**src/io_consts.svh**
```systemverilog
// port map and register window geometry, included by the rtl and the testbench
`ifndef IO_CONSTS_SVH
`define IO_CONSTS_SVH

// --------------------------------------------------
// port map
// --------------------------------------------------
`define IO_BASE       16'h0300  // first mapped port
`define IO_PAGE_BITS  10        // upper address bits that pick the page

// --------------------------------------------------
// window geometry
// --------------------------------------------------
`define IO_WINDOWS    4         // register windows in the bank
`define IO_REGS       4         // 32-bit registers per window

// floating isa bus reads back all ones
`define IO_FLOAT_BYTE 8'hFF

`endif

```
**src/io_pkg.sv**
```systemverilog
// shared types for the i/o port subsystem, imported by the bridge, decoder and windows
`include "io_consts.svh"

package io_pkg;

    // field view of a port address
    typedef struct packed {
        logic [`IO_PAGE_BITS-1:0]    page;    // compared against the mapped page
        logic [1:0]                  window;  // which register window
        logic [$clog2(`IO_REGS)-1:0] regsel;  // register inside the window
        logic [1:0]                  lane;    // byte lane inside the word
    } io_addr_fields_t;

    // same 16 bits, raw for arithmetic, fields for decode
    typedef union packed {
        logic [15:0]     raw;
        io_addr_fields_t f;
    } io_addr_u;

    // access length in bytes
    typedef enum logic [2:0] {
        LEN_1 = 3'd1,
        LEN_2 = 3'd2,
        LEN_4 = 3'd4
    } io_len_e;

endpackage

```
**src/io_bus_if.sv**
```systemverilog
// word bus with wait request and byte enables, links the bridge, decoder, windows and merge
interface io_bus_if;

    // --------------------------------------------------
    // request side
    // --------------------------------------------------
    logic [15:0] address;      // always word aligned
    logic [3:0]  byteenable;
    logic        read;
    logic        write;
    logic [31:0] writedata;

    // --------------------------------------------------
    // response side
    // --------------------------------------------------
    logic        waitrequest;   // low = request taken this cycle
    logic        readdatavalid; // single cycle per read
    logic [31:0] readdata;

    // cpu side master
    modport host (
        output address, byteenable, read, write, writedata,
        input  waitrequest, readdatavalid, readdata
    );

    // register window
    modport device (
        input  address, byteenable, read, write, writedata,
        output waitrequest, readdatavalid, readdata
    );

    // address decode, looks at the request only
    modport req_tap (input address, byteenable, read, write, writedata);

    // response driver, read strobe tells reads from writes
    modport resp_src (output waitrequest, readdatavalid, readdata, input read);

    // response collection from a window
    modport resp_tap (input waitrequest, readdatavalid, readdata);

endinterface

```
**src/io_bridge.sv**
```systemverilog
// splits cpu port reads and writes into aligned word transactions and stitches read data
module io_bridge import io_pkg::*; (
    input  logic        clk,
    input  logic        rst_n,

    // cpu side
    input  logic        io_read_do,
    input  logic        io_write_do,
    input  logic        dcache_busy,
    input  io_addr_u    io_read_address,
    input  io_addr_u    io_write_address,
    input  io_len_e     io_read_length,
    input  io_len_e     io_write_length,
    input  logic [31:0] io_write_data,
    output logic [31:0] io_read_data,
    output logic        io_read_done,
    output logic        io_write_done,

    // word bus
    io_bus_if.host      bus
);

    typedef enum logic [2:0] {
        ST_IDLE,
        ST_WRITE_1,
        ST_WRITE_2,
        ST_READ_1,
        ST_READ_2
    } state_e;

    state_e      state;

    logic [7:0]  wr_be;        // both words, low nibble first
    logic [63:0] wr_data;      // data moved into its lanes
    logic        wr_split;
    logic [15:0] wr_next;
    logic [7:0]  rd_be;
    logic        rd_split;
    logic [15:0] rd_next;
    logic [4:0]  rd_shift;     // lane in bits
    logic [31:0] rd_first;
    logic [31:0] rd_stitch;
    logic        start_write;
    logic        start_read;
    logic        wr_second;
    logic        rd_second;

    // byte mask of the access before it is moved to its lane
    function automatic logic [3:0] len_mask(input io_len_e len);
        case (len)
            LEN_1:   len_mask = 4'b0001;
            LEN_2:   len_mask = 4'b0011;
            default: len_mask = 4'b1111;
        endcase
    endfunction

    // --------------------------------------------------
    // write side lanes
    // --------------------------------------------------
    assign wr_be    = {4'b0000, len_mask(io_write_length)} << io_write_address.raw[1:0];
    assign wr_data  = {32'd0, io_write_data} << {io_write_address.raw[1:0], 3'b000};
    assign wr_split = |wr_be[7:4];                   // bytes spill into next word
    assign wr_next  = io_write_address.raw + 16'd4;

    // --------------------------------------------------
    // read side lanes
    // --------------------------------------------------
    assign rd_be    = {4'b0000, len_mask(io_read_length)} << io_read_address.raw[1:0];
    assign rd_split = |rd_be[7:4];
    assign rd_next  = io_read_address.raw + 16'd4;
    assign rd_shift = {io_read_address.raw[1:0], 3'b000};

    // first word slides down to bit 0
    assign rd_first  = bus.readdata >> rd_shift;
    // second word sits above the bytes already held
    assign rd_stitch = (bus.readdata << (6'd32 - {1'b0, rd_shift}))
                     | (io_read_data & (32'hFFFF_FFFF >> rd_shift));

    // --------------------------------------------------
    // launch conditions
    // --------------------------------------------------
    // the done check keeps a still-held do from restarting the same access
    assign start_write = (state == ST_IDLE) && io_write_do && !io_write_done
                      && !dcache_busy;
    assign start_read  = (state == ST_IDLE) && !start_write && io_read_do
                      && !io_read_done && !dcache_busy;
    assign wr_second   = (state == ST_WRITE_1) && !bus.waitrequest && wr_split;
    assign rd_second   = (state == ST_READ_1) && bus.readdatavalid && rd_split;

    // --------------------------------------------------
    // fsm and strobes
    // --------------------------------------------------
    always_ff @(posedge clk or negedge rst_n) begin
        if (!rst_n) begin
            state         <= ST_IDLE;
            bus.read      <= 1'b0;
            bus.write     <= 1'b0;
            io_read_done  <= 1'b0;
            io_write_done <= 1'b0;
        end else begin
            io_read_done  <= 1'b0; // pulses
            io_write_done <= 1'b0;
            case (state)
                ST_IDLE: begin
                    if (start_write) begin
                        bus.write <= 1'b1;
                        state     <= ST_WRITE_1;
                    end else if (start_read) begin
                        bus.read <= 1'b1;
                        state    <= ST_READ_1;
                    end
                end
                ST_WRITE_1: begin
                    if (!bus.waitrequest) begin
                        if (wr_split) begin
                            state <= ST_WRITE_2; // strobe stays up, next word
                        end else begin
                            bus.write     <= 1'b0;
                            io_write_done <= 1'b1;
                            state         <= ST_IDLE;
                        end
                    end
                end
                ST_WRITE_2: begin
                    if (!bus.waitrequest) begin
                        bus.write     <= 1'b0;
                        io_write_done <= 1'b1;
                        state         <= ST_IDLE;
                    end
                end
                ST_READ_1: begin
                    if (bus.read && !bus.waitrequest) bus.read <= 1'b0; // taken
                    if (bus.readdatavalid) begin
                        if (rd_split) begin
                            bus.read <= 1'b1;
                            state    <= ST_READ_2;
                        end else begin
                            io_read_done <= 1'b1;
                            state        <= ST_IDLE;
                        end
                    end
                end
                ST_READ_2: begin
                    if (bus.read && !bus.waitrequest) bus.read <= 1'b0;
                    if (bus.readdatavalid) begin
                        io_read_done <= 1'b1;
                        state        <= ST_IDLE;
                    end
                end
                default: state <= ST_IDLE;
            endcase
        end
    end

    // --------------------------------------------------
    // address, enables and data
    // --------------------------------------------------
    always_ff @(posedge clk) begin
        if (start_write) begin
            bus.address    <= {io_write_address.raw[15:2], 2'b00};
            bus.byteenable <= wr_be[3:0];
            bus.writedata  <= wr_data[31:0];
        end else if (start_read) begin
            bus.address    <= {io_read_address.raw[15:2], 2'b00};
            bus.byteenable <= rd_be[3:0];
        end else if (wr_second) begin
            bus.address    <= {wr_next[15:2], 2'b00};
            bus.byteenable <= wr_be[7:4];
            bus.writedata  <= wr_data[63:32];
        end else if (rd_second) begin
            bus.address    <= {rd_next[15:2], 2'b00};
            bus.byteenable <= rd_be[7:4];
        end
        if (state == ST_READ_1 && bus.readdatavalid) io_read_data <= rd_first;
        if (state == ST_READ_2 && bus.readdatavalid) io_read_data <= rd_stitch;
    end

    // one strobe at a time across all bus phases
    a_one_strobe: assert property (@(posedge clk) disable iff (!rst_n)
        !(bus.read && bus.write));

    // every launched phase carries at least one byte
    a_be_nonzero: assert property (@(posedge clk) disable iff (!rst_n)
        (bus.read || bus.write) |-> (bus.byteenable != 4'b0000));

endmodule

```
**src/io_port_decoder.sv**
```systemverilog
// routes word bus requests to one register window or flags them as unmapped
`include "io_consts.svh"

module io_port_decoder import io_pkg::*; (
    io_bus_if.req_tap bus,                  // from the bridge
    io_bus_if.host    win [`IO_WINDOWS],    // request side of each window
    output logic      unmapped
);

    localparam logic [15:0]              BASE_ADDR = `IO_BASE;
    localparam logic [`IO_PAGE_BITS-1:0] BASE_PAGE = BASE_ADDR[15 -: `IO_PAGE_BITS];

    io_addr_u addr;
    logic     page_hit;
    logic     active;

    assign addr     = bus.address;
    assign page_hit = (addr.f.page == BASE_PAGE);
    assign active   = bus.read || bus.write;

    // out of page, merge answers it
    assign unmapped = active && !page_hit;

    // --------------------------------------------------
    // per window request
    // --------------------------------------------------
    for (genvar g = 0; g < `IO_WINDOWS; g++) begin : g_win
        logic hit;

        assign hit = page_hit && (addr.f.window == 2'(g));

        // payload fans out, strobes only to the hit window
        assign win[g].address    = bus.address;
        assign win[g].byteenable = bus.byteenable;
        assign win[g].writedata  = bus.writedata;
        assign win[g].read       = bus.read  && hit;
        assign win[g].write      = bus.write && hit;
    end

endmodule

```
**src/io_port_regs.sv**
```systemverilog
// one register window, byte enable writes, a single wait state and registered read data
`include "io_consts.svh"

module io_port_regs import io_pkg::*; (
    input  logic     clk,
    input  logic     rst_n,
    io_bus_if.device bus
);

    io_addr_u    addr;
    logic [31:0] regs [`IO_REGS];
    logic        wait_q;     // second cycle of a request
    logic        sel;
    logic        wr_accept;
    logic        rd_accept;

    assign addr = bus.address;
    assign sel  = bus.read || bus.write;

    // --------------------------------------------------
    // wait state
    // --------------------------------------------------
    // high in the first cycle of a request, low in the second
    assign bus.waitrequest = sel && !wait_q;
    assign wr_accept       = bus.write && wait_q;
    assign rd_accept       = bus.read  && wait_q;

    always_ff @(posedge clk or negedge rst_n) begin
        if (!rst_n) begin
            wait_q <= 1'b0;
        end else begin
            wait_q <= sel && !wait_q; // clears on accept so back to back phases wait again
        end
    end

    // --------------------------------------------------
    // storage
    // --------------------------------------------------
    always_ff @(posedge clk or negedge rst_n) begin
        if (!rst_n) begin
            for (int r = 0; r < `IO_REGS; r++) begin
                regs[r] <= '0;
            end
        end else if (wr_accept) begin
            for (int b = 0; b < 4; b++) begin
                if (bus.byteenable[b]) regs[addr.f.regsel][8*b +: 8] <= bus.writedata[8*b +: 8];
            end
        end
    end

    // --------------------------------------------------
    // read response
    // --------------------------------------------------
    always_ff @(posedge clk or negedge rst_n) begin
        if (!rst_n) begin
            bus.readdatavalid <= 1'b0;
        end else begin
            bus.readdatavalid <= rd_accept; // one cycle after accept
        end
    end

    always_ff @(posedge clk) begin
        if (rd_accept) bus.readdata <= regs[addr.f.regsel]; // whole word, bridge picks bytes
    end

    // decoder passes one strobe through at a time
    a_win_one_strobe: assert property (@(posedge clk) disable iff (!rst_n)
        !(bus.read && bus.write));

endmodule

```
**src/io_resp_merge.sv**
```systemverilog
// collects window responses onto the cpu side bus and answers unmapped accesses
`include "io_consts.svh"

module io_resp_merge (
    input  logic       clk,
    input  logic       rst_n,
    io_bus_if.resp_tap win [`IO_WINDOWS],
    input  logic       unmapped,
    io_bus_if.resp_src bus
);

    logic [`IO_WINDOWS-1:0] wait_vec;
    logic [`IO_WINDOWS-1:0] rdv_vec;
    logic [31:0]            data_gated [`IO_WINDOWS];
    logic [31:0]            data_or;
    logic                   float_rdv;   // floating bus data phase

    // --------------------------------------------------
    // window taps
    // --------------------------------------------------
    for (genvar g = 0; g < `IO_WINDOWS; g++) begin : g_tap
        assign wait_vec[g]   = win[g].waitrequest;
        assign rdv_vec[g]    = win[g].readdatavalid;
        assign data_gated[g] = win[g].readdata & {32{win[g].readdatavalid}};
    end

    always_comb begin
        data_or = '0;
        for (int i = 0; i < `IO_WINDOWS; i++) begin
            data_or = data_or | data_gated[i];
        end
    end

    // --------------------------------------------------
    // unmapped reads
    // --------------------------------------------------
    // no wait, data one cycle after the accept
    always_ff @(posedge clk or negedge rst_n) begin
        if (!rst_n) begin
            float_rdv <= 1'b0;
        end else begin
            float_rdv <= unmapped && bus.read; // writes are just dropped
        end
    end

    // --------------------------------------------------
    // cpu side response
    // --------------------------------------------------
    assign bus.waitrequest   = |wait_vec;   // unselected windows sit at zero
    assign bus.readdatavalid = |rdv_vec || float_rdv;
    assign bus.readdata      = float_rdv ? {4{`IO_FLOAT_BYTE}} : data_or;

    // only the addressed window ever answers
    a_rdv_onehot: assert property (@(posedge clk) disable iff (!rst_n)
        $onehot0(rdv_vec));

endmodule

```
**src/io_subsys_top.sv**
```systemverilog
// i/o port subsystem top, cpu side on plain ports, bridge to decoder to windows to merge
`include "io_consts.svh"

module io_subsys_top import io_pkg::*; (
    input  logic        clk,
    input  logic        rst_n,

    // port read
    input  logic        io_read_do,
    input  io_addr_u    io_read_address,
    input  io_len_e     io_read_length,
    output logic [31:0] io_read_data,
    output logic        io_read_done,

    // port write
    input  logic        io_write_do,
    input  io_addr_u    io_write_address,
    input  io_len_e     io_write_length,
    input  logic [31:0] io_write_data,
    output logic        io_write_done,

    input  logic        dcache_busy
);

    io_bus_if cpu_bus ();                    // bridge side word bus
    io_bus_if win_bus [`IO_WINDOWS] ();      // one per window

    logic unmapped;

    // --------------------------------------------------
    // cpu side
    // --------------------------------------------------
    io_bridge io_bridge_i (
        .clk              (clk),
        .rst_n            (rst_n),
        .io_read_do       (io_read_do),
        .io_write_do      (io_write_do),
        .dcache_busy      (dcache_busy),
        .io_read_address  (io_read_address),
        .io_write_address (io_write_address),
        .io_read_length   (io_read_length),
        .io_write_length  (io_write_length),
        .io_write_data    (io_write_data),
        .io_read_data     (io_read_data),
        .io_read_done     (io_read_done),
        .io_write_done    (io_write_done),
        .bus              (cpu_bus)
    );

    // --------------------------------------------------
    // decode, windows, merge
    // --------------------------------------------------
    io_port_decoder io_port_decoder_i (
        .bus      (cpu_bus),
        .win      (win_bus),
        .unmapped (unmapped)
    );

    for (genvar g = 0; g < `IO_WINDOWS; g++) begin : g_regs
        io_port_regs io_port_regs_i (
            .clk   (clk),
            .rst_n (rst_n),
            .bus   (win_bus[g])
        );
    end

    io_resp_merge io_resp_merge_i (
        .clk      (clk),
        .rst_n    (rst_n),
        .win      (win_bus),
        .unmapped (unmapped),
        .bus      (cpu_bus)
    );

endmodule
```
**config.mk**
```make
export PLATFORM = sky130hd
export DESIGN_NAME = io_subsys_top
export DESIGN_NICKNAME = d
export VERILOG_FILES = /design/src/io_pkg.sv /design/src/io_bus_if.sv /design/src/io_bridge.sv /design/src/io_port_decoder.sv /design/src/io_port_regs.sv /design/src/io_resp_merge.sv /design/src/io_subsys_top.sv
export VERILOG_INCLUDE_DIRS = /design/src
export SDC_FILE = /design/constraint.sdc
export NUM_CORES = 1
export LEC_CHECK = 0
export ABC_CLOCK_PERIOD_IN_PS = 4400
export BUFFER_PORTS_ARGS = -buffer_cell sky130_fd_sc_hd__buf_4
export CAP_MARGIN = 40
export CORE_ASPECT_RATIO = 1.2
export CORE_MARGIN = 2
export CORE_UTILIZATION = 44
export CTS_CLUSTER_SIZE = 40
export DETAILED_ROUTE_END_ITERATION = 6
export GPL_TIMING_DRIVEN = 0
export SYNTH_ARGS = -nofsm -noshare
export SYNTH_HDL_FRONTEND = slang
export SYNTH_SLANG_ARGS = --single-unit
```
**constraint.sdc**
```tcl
create_clock -name clk -period 4.4 [get_ports clk]
set_input_delay 0.66 -clock clk [delete_from_list [all_inputs] [get_ports clk]]
set_output_delay 0.66 -clock clk [all_outputs]
set_load 0.05 [all_outputs]
```
==> results.ini, run 1 <==
[worst_setup_path]
crit_chain=nor4_4, o2111ai_4, o211ai_4, buf_6, buf_6, nand2_1, nand2_1, ha_1, and4_1, nand4_1, mux2_2, a2111oi_1, o21ai_0, nand3_1
cp_top_family=compound AO/OA/AOI/OAI gates
r2r_cells=14
startpoint_type=flip-flop
end_kind=flip-flop
crit_fanout=19
cpMaxStageDelayCell=nor4_4
worst-path-stages=14
required_ps=4870
crit_buf_inv=2
arrival_ps=4470
path_class=reg2reg
cpPeakStageDelay_ps=450

[cts]
path_clk_slew_ps=60
clockBufferDepth=3
cts_tree=yes
ctsHoldBuffers=0
cts_inserted_buffers=77
root_buffer=clkbuf_16
cts_num_sinks=738
clk_latency_ps=640
cts-htree-levels=3

[die]
fp.dieH_um=306
die_w_um=256
die_area_um2=78400
start_util_pct=44.5
core_um2=75300
rows=110
ioPinCount=109

[detailed_routing]
drt_pass1_iterations=7
drtAntennaViolNets=0
totalWireLength_mm=99.7
vias_per_cell=5.94
drc=5
vias=21589
wl_per_cell_um=27.4
first_iter_violations=1965

[power_and_ir_drop]
p_int_mw=12.6
peakVddDrop_mv=0.278
powerDensity_nw_per_um2=475
switching_share_pct=31.5
power.switching_mw=5.80
p_seq_share_pct=41.8
p_leak_nw=16.5
clockPowerShare_pct=36.4
power_frac_comb_pct=21.8

[cells_and_area]
final_common_cell=dfrtp_1
nets=2628
area_growth_pct=15.7
final_core_util_pct=51.5
final_cell_mix=dfrtp_1, mux2_2, edfxtp_1
drive_gt1_share_pct=37.5
finalNonFillerCells=3632

[synthesis]
syn_inst=2330
avgSynthCellArea_um2=14.4
synth_edf_count=210
synth-seq-cells=738
synth.cell_area_um2=33500
synth_cell_types=67
yosysTopAreaCellShare_pct=39.4
ys_seq_area_share_pct=58.2
ys.flop_type=dfrtp_1
ys_warn_count=0
synth.largest_area_cell=dfrtp_1
synthTopCellsByArea=dfrtp_1, edfxtp_1, mux2_2, mux4_2, a21oi_1
synthArstFlopShare_pct=71.5
synth_fp_nets=2408

[timing]
setup_viol=0
hold_viol_final=10
min_period_over_period_pct=90.8
fmax_ghz=0.250
tightest_slew_ps=1300
min_period_ps=4000
slew_violations=0
slew_headroom_pct=13.6
hold_ws_ps=-11.3
finalWorstSetupSlack_ps=404
finClkSkew_ps=28.6
rsz0062_at_grt=no

[outcome]
violations=design-rule violations, negative hold slack
status=complete, but fails checks

[global_routing]
grt_max_degree=126
grt_pass1_vias=22560
antenna_found_initial=9
grt_pass1_wl_mm=149
grt_use_total_pct=25.6
overflow=0

[placement]
gp_congestion=0.937
dp_hpwl_mm=76.2
place_inst=3474
place_ws_ps=-204
port_buffers=100

[hold_path]
hp-class=in2async

[flow_run]
cap_violations=0

==> sequential cells by signal, indices dropped and copies added, names as in the netlist, 3 cells and up, named ones only <==
name and count:
g_regs.io_port_regs_i.regs 512, io_bridge_i.bus.writedata 32, io_bridge_i.io_read_data 24, g_regs.io_port_regs_i.bus.readdata 128
io_bridge_i.state 3, io_bridge_i.bus.address 14, g_regs.io_port_regs_i.bus.readdatavalid 4, io_bridge_i.bus.byteenable 4
g_regs.io_port_regs_i.wait_q 4
==> path summary, 6_finish.rpt <==
check / from / to / slack [ps]
max: io_bridge_i.bus.address[13] / io_bridge_i.bus.address[12] / 400
min: rst_n / g_regs[2].io_port_regs_i.regs[125] / -10
max reg2reg: io_bridge_i.bus.address[13] / io_bridge_i.bus.address[12] / 400
min reg2reg: g_regs[1].io_port_regs_i.wait_q / g_regs[1].io_port_regs_i.wait_q / 470
max in group asynchronous: rst_n / g_regs[2].io_port_regs_i.regs[69] / 2780
min in group clk: io_write_address[13] / io_bridge_i.bus.address[13] / 400
==> through the flow <==
step	total power [mW]	setup TNS [ps]	hold slack, ps	instance area (um2)
finish	18.4	0	-11.3	38800
global route	19.1	0	27.8	38800
CTS	18.5	0	4.99	38700
detailed placement	11.8	-332	462	36100
global placement	11.5	-1388080	452	35500
floorplan	9.99	0	364	33500
==> worst register-to-register path: stages, from the launching register on <==
cell and delay (ps):
edfxtp_1 410, nor4_4 450, o2111ai_4 270, o211ai_4 350
buf_6 220, buf_6 210, nand2_1 80, nand2_1 70
ha_1 290, and4_1 290, nand4_1 130, mux2_2 380
a2111oi_1 380, o21ai_0 180, nand3_1 160
==> repair_timing <==
item / 4_1_cts / 5_1_grt
gates resized for setup: 0 / 3
pin swaps: 1 / 1
setup buffers: 0 / 5
setup endpoints to repair: 1 / 2
==> cells in the mapped netlist (7+ instances only) <==
| library cell | number |
|---|---|
| dfrtp_1 | 528 |
| mux2_2 | 523 |
| edfxtp_1 | 210 |
| mux4_2 | 129 |
| clkbuf_1 | 118 |
| nor2_1 | 110 |
| a21oi_1 | 101 |
| nand2_1 | 98 |
| o21ai_0 | 73 |
| nand3_1 | 54 |
| nor2_2 | 40 |
| nor3_1 | 35 |
| a222oi_1 | 33 |
| mux2i_1 | 28 |
| buf_1 | 24 |
| inv_1 | 17 |
| o22ai_1 | 17 |
| o31ai_1 | 17 |
| a211oi_1 | 12 |
| buf_2 | 11 |
| o21a_1 | 11 |
| a22oi_1 | 10 |
| nand4_1 | 10 |
| a211o_1 | 8 |
| a22o_1 | 8 |
| a311oi_1 | 8 |
| nor4_1 | 7 |
==> cell type report <==
class                      count  area (um2)
antenna                       11        27.5
buffer                       155         617
clock buffer                 107        2130
clock inverter                35         469
fill                        6358       36500
inverter                      19        71.3
multi-input combinational   1417       13400
sequential                   738       19500
tap                         1008        1260
timing repair buffer         142        1320
==> logic make-up after synthesis <==
kind of cell	after synthesis	share of synthesized area, %
AOI/OAI and AO/OA	337	6.71
xor gates and xnor gates	1	0.0261
adders and majority gates	3	0.112
buffers and inverters	175	2.07
DFF	738	58.2
muxes	682	27.2
and+or+nand+nor	394	5.68
==> per-layer routing <==
metal	vias up	part of all wire (%)	track usage, %
met1	11265	41	33.7
li1	9321	-	-
met5	-	0	0
met4	0	3.5	9.23
met3	160	6.2	4.00
met2	843	49	43.2
==> power by group through the flow <==
stage	sequential, mW	clock (mW)	combinational (mW)
after floorplan	7.85	0	2.15
after global placement	7.81	0	3.73
after detailed placement	7.81	0	3.97
after CTS	7.68	6.83	3.98
after global routing	7.72	7.13	4.28
final	7.70	6.71	4.01
No activity file was read; power rests on OpenSTA's default activity.
==> run 2: changes to the inputs <==
REMOVE_ABC_BUFFERS = 1   (was unset)
==> run 2 against run 1 <==
Worst hold slack better by 170 ps. Largest power group unchanged. Critical endpoint is now g_regs[3].io_port_regs_i.regs[67]. Power down 1.9%. The flow now finishes without violations. Critical path type unchanged. Count of clock-buffer cells in the layout down 9. Design area shrank 0.15%. Final cell count shrank 4.0%. Die area did not move.
==> results.ini, run 2 (synthesis gave the netlist of run 1 again) <==
[global_routing]
grt_max_degree=121  ; -4.0%
grt_use_met1_pct=32.2  ; -1.5 points
antenna_found_initial=3  ; -6
grt_pass1_wl_mm=135  ; -9.6%
overflow=0  ; unchanged
grt_use_total_pct=22.5  ; -3.1 points
met3_usage_pct=3.27  ; -0.74 points
top_usage_layer=met2
grt_pass1_vias=21205  ; -6.0%
met2_usage_pct=36.4  ; -6.8 points

[flow_run]
cap_violations=0  ; unchanged

[cells_and_area]
drive_gt1_share_pct=40.5  ; +3.0 points
nets=2497  ; -5.0%
n_antenna_cell=0  ; -11
largest_reg_flops=512  ; unchanged
regMostFlops=g_regs.io_port_regs_i.regs
area_growth_pct=15.5
final_common_cell=dfrtp_1
final_cell_mix=dfrtp_1, mux2_2, edfxtp_1
reg_top3=g_regs.io_port_regs_i.regs (512), g_regs.io_port_regs_i.bus.readdata (128), io_bridge_i.bus.writedata (32)

[timing]
hold_viol_final=0  ; -10
min_period_over_period_pct=93.3  ; +2.5 points
tns_ps=0  ; unchanged
finalWorstSetupSlack_ps=295  ; -109 ps
tightest_slew_ps=1270  ; -28.9 ps
finClkSkew_ps=19.7  ; -8.93 ps
slew_headroom_pct=15.6  ; +1.9 points
slew_violations=0  ; unchanged
min_period_ps=4100  ; +109 ps
rsz0062_at_grt=no
setup_viol=0  ; unchanged
fmax_ghz=0.244  ; -2.6%

[worst_setup_path]
path_class=reg2reg
r2r_slack_ps=300  ; -110 ps
rr_startpoint=io_bridge_i.bus.address[2]
worstSetupStartpoint=io_bridge_i.bus.address[2]
arrival_ps=4600  ; +130 ps
startpoint_type=flip-flop
r2r-end=g_regs[3].io_port_regs_i.regs[67]
r2r_cells=9  ; -5
crit_fanout=12  ; -7
required_ps=4900  ; +30 ps
endpoint=g_regs[3].io_port_regs_i.regs[67]
end_kind=flip-flop

[cts]
root_buffer=clkbuf_16
postCtsSetupBuffers=0  ; unchanged
clockBufferDepth=3  ; unchanged
cts_num_sinks=738  ; unchanged
cts-htree-levels=3  ; unchanged
path_clk_slew_ps=60  ; about the same
cts_resized=0  ; unchanged
cts_inserted_buffers=73  ; -5.2%
cts_tree=yes
ctsHoldBuffers=0  ; unchanged
clk_latency_ps=610  ; -30 ps

[power_and_ir_drop]
peakVddDrop_mv=0.265  ; -4.6%
p_leak_nw=16.5  ; +0.44%
powerDensity_nw_per_um2=467  ; -1.7%

[detailed_routing]
totalWireLength_mm=87.6  ; -12%
drtAntennaViolNets=0  ; unchanged
drc=0  ; -5
vias=20790  ; -3.7%
drt_pass1_iterations=6  ; -1
wl_per_cell_um=25.1  ; -8.4%
vias_per_cell=5.97  ; +0.36%
first_iter_violations=2032  ; +3.4%

[placement]
place_ws_ps=28.3  ; +232 ps
gp_congestion=0.902  ; -3.7%
port_buffers=108  ; +8.0%
dp_hpwl_mm=60.4  ; -21%

[outcome]
status=complete, no violations

[die]
die_w_um=256  ; unchanged
ioPinCount=109  ; unchanged
rows=110  ; unchanged
start_util_pct=44.5  ; unchanged
fp.dieH_um=306  ; unchanged
core_um2=75300  ; unchanged
die_area_um2=78400  ; unchanged

[hold_path]
hp-class=in2async

-- run 2: cell types whose count changed in the layout (fill, tap and decap cells not counted), moves of 7 or more --
| cell | change |
|---|---|
| buf_2 | -10 |
| clkinv_2 | +11 |
| buf_6 | -14 |
| buf_4 | +7 |
| buf_1 | -24 |
| diode_2 | -11 |
| buf_16 | +27 |
| clkbuf_1 | -126 |
-- run 2: where the power goes --
part | total, mW | leakage [nW] | switching [mW] | internal (mW)
combinational | 3.76 | 6.32 | 2.22 | 1.54
clock | 6.34 | 1.21 | 2.65 | 3.69
sequential | 7.97 | 9.01 | 0.583 | 7.38
-- run 2: area by class of cell --
cell class | instances | area (um2)
clock inverters | 35 | 382
well taps | 1008 | 1260
inverters | 19 | 71.3
repair buffers | 170 | 2090
flip-flops and latches | 738 | 19500
clock buffers | 98 | 2040
multi-input cells | 1417 | 13300
fillers | 6156 | 36600
-- run 2: worst min-delay path by stage --
stage | startpoint | slack (ps) | cells after the start | to
2_1_floorplan | rst_n | 360 | 0 | g_regs[0].io_port_regs_i.bus.readdatavalid
3_3_place_gp | g_regs[3].io_port_regs_i.wait_q | 450 | 1 | g_regs[3].io_port_regs_i.wait_q
3_5_place_dp | g_regs[3].io_port_regs_i.wait_q | 460 | 1 | g_regs[3].io_port_regs_i.wait_q
4_1_cts | rst_n | 170 | 1 | g_regs[3].io_port_regs_i.regs[19]
5_1_grt | rst_n | 230 | 1 | g_regs[3].io_port_regs_i.regs[51]
6_report | rst_n | 150 | 1 | g_regs[3].io_port_regs_i.regs[19]
-- run 2: through the flow --
| stage | util (%) | area, um2 | power [mW] | hold slack, ps | instances |
|---|---|---|---|---|---|
| after floorplan | - | 32900 | 9.94 | 364 | 2174 |
| after global placement | 46.4 | 35000 | 11.1 | 446 | 3290 |
| after detailed placement | 48.2 | 36300 | 11.9 | 459 | 3351 |
| after CTS | 51.4 | 38700 | 18.2 | 169 | 3484 |
| after global routing | 51.4 | 38700 | 18.8 | 227 | 3485 |
| final | 51.4 | 38700 | 18.1 | 154 | 3485 |
-- run 2: critical path, stage by stage, from the launching register on --
cell and delay, ps:
edfxtp_1 730, buf_8 240, buf_16 170, buf_16 170
buf_16 180, buf_16 170, nor2b_1 770, nand2_1 360
nor2_1 760, mux2_2 410
-- run 2: layer usage --
metal	wire length, um	up-vias
li1	-	9062
met1	38800	10925
met2	41700	702
met3	5420	101
met4	1750	0
met5	0	-
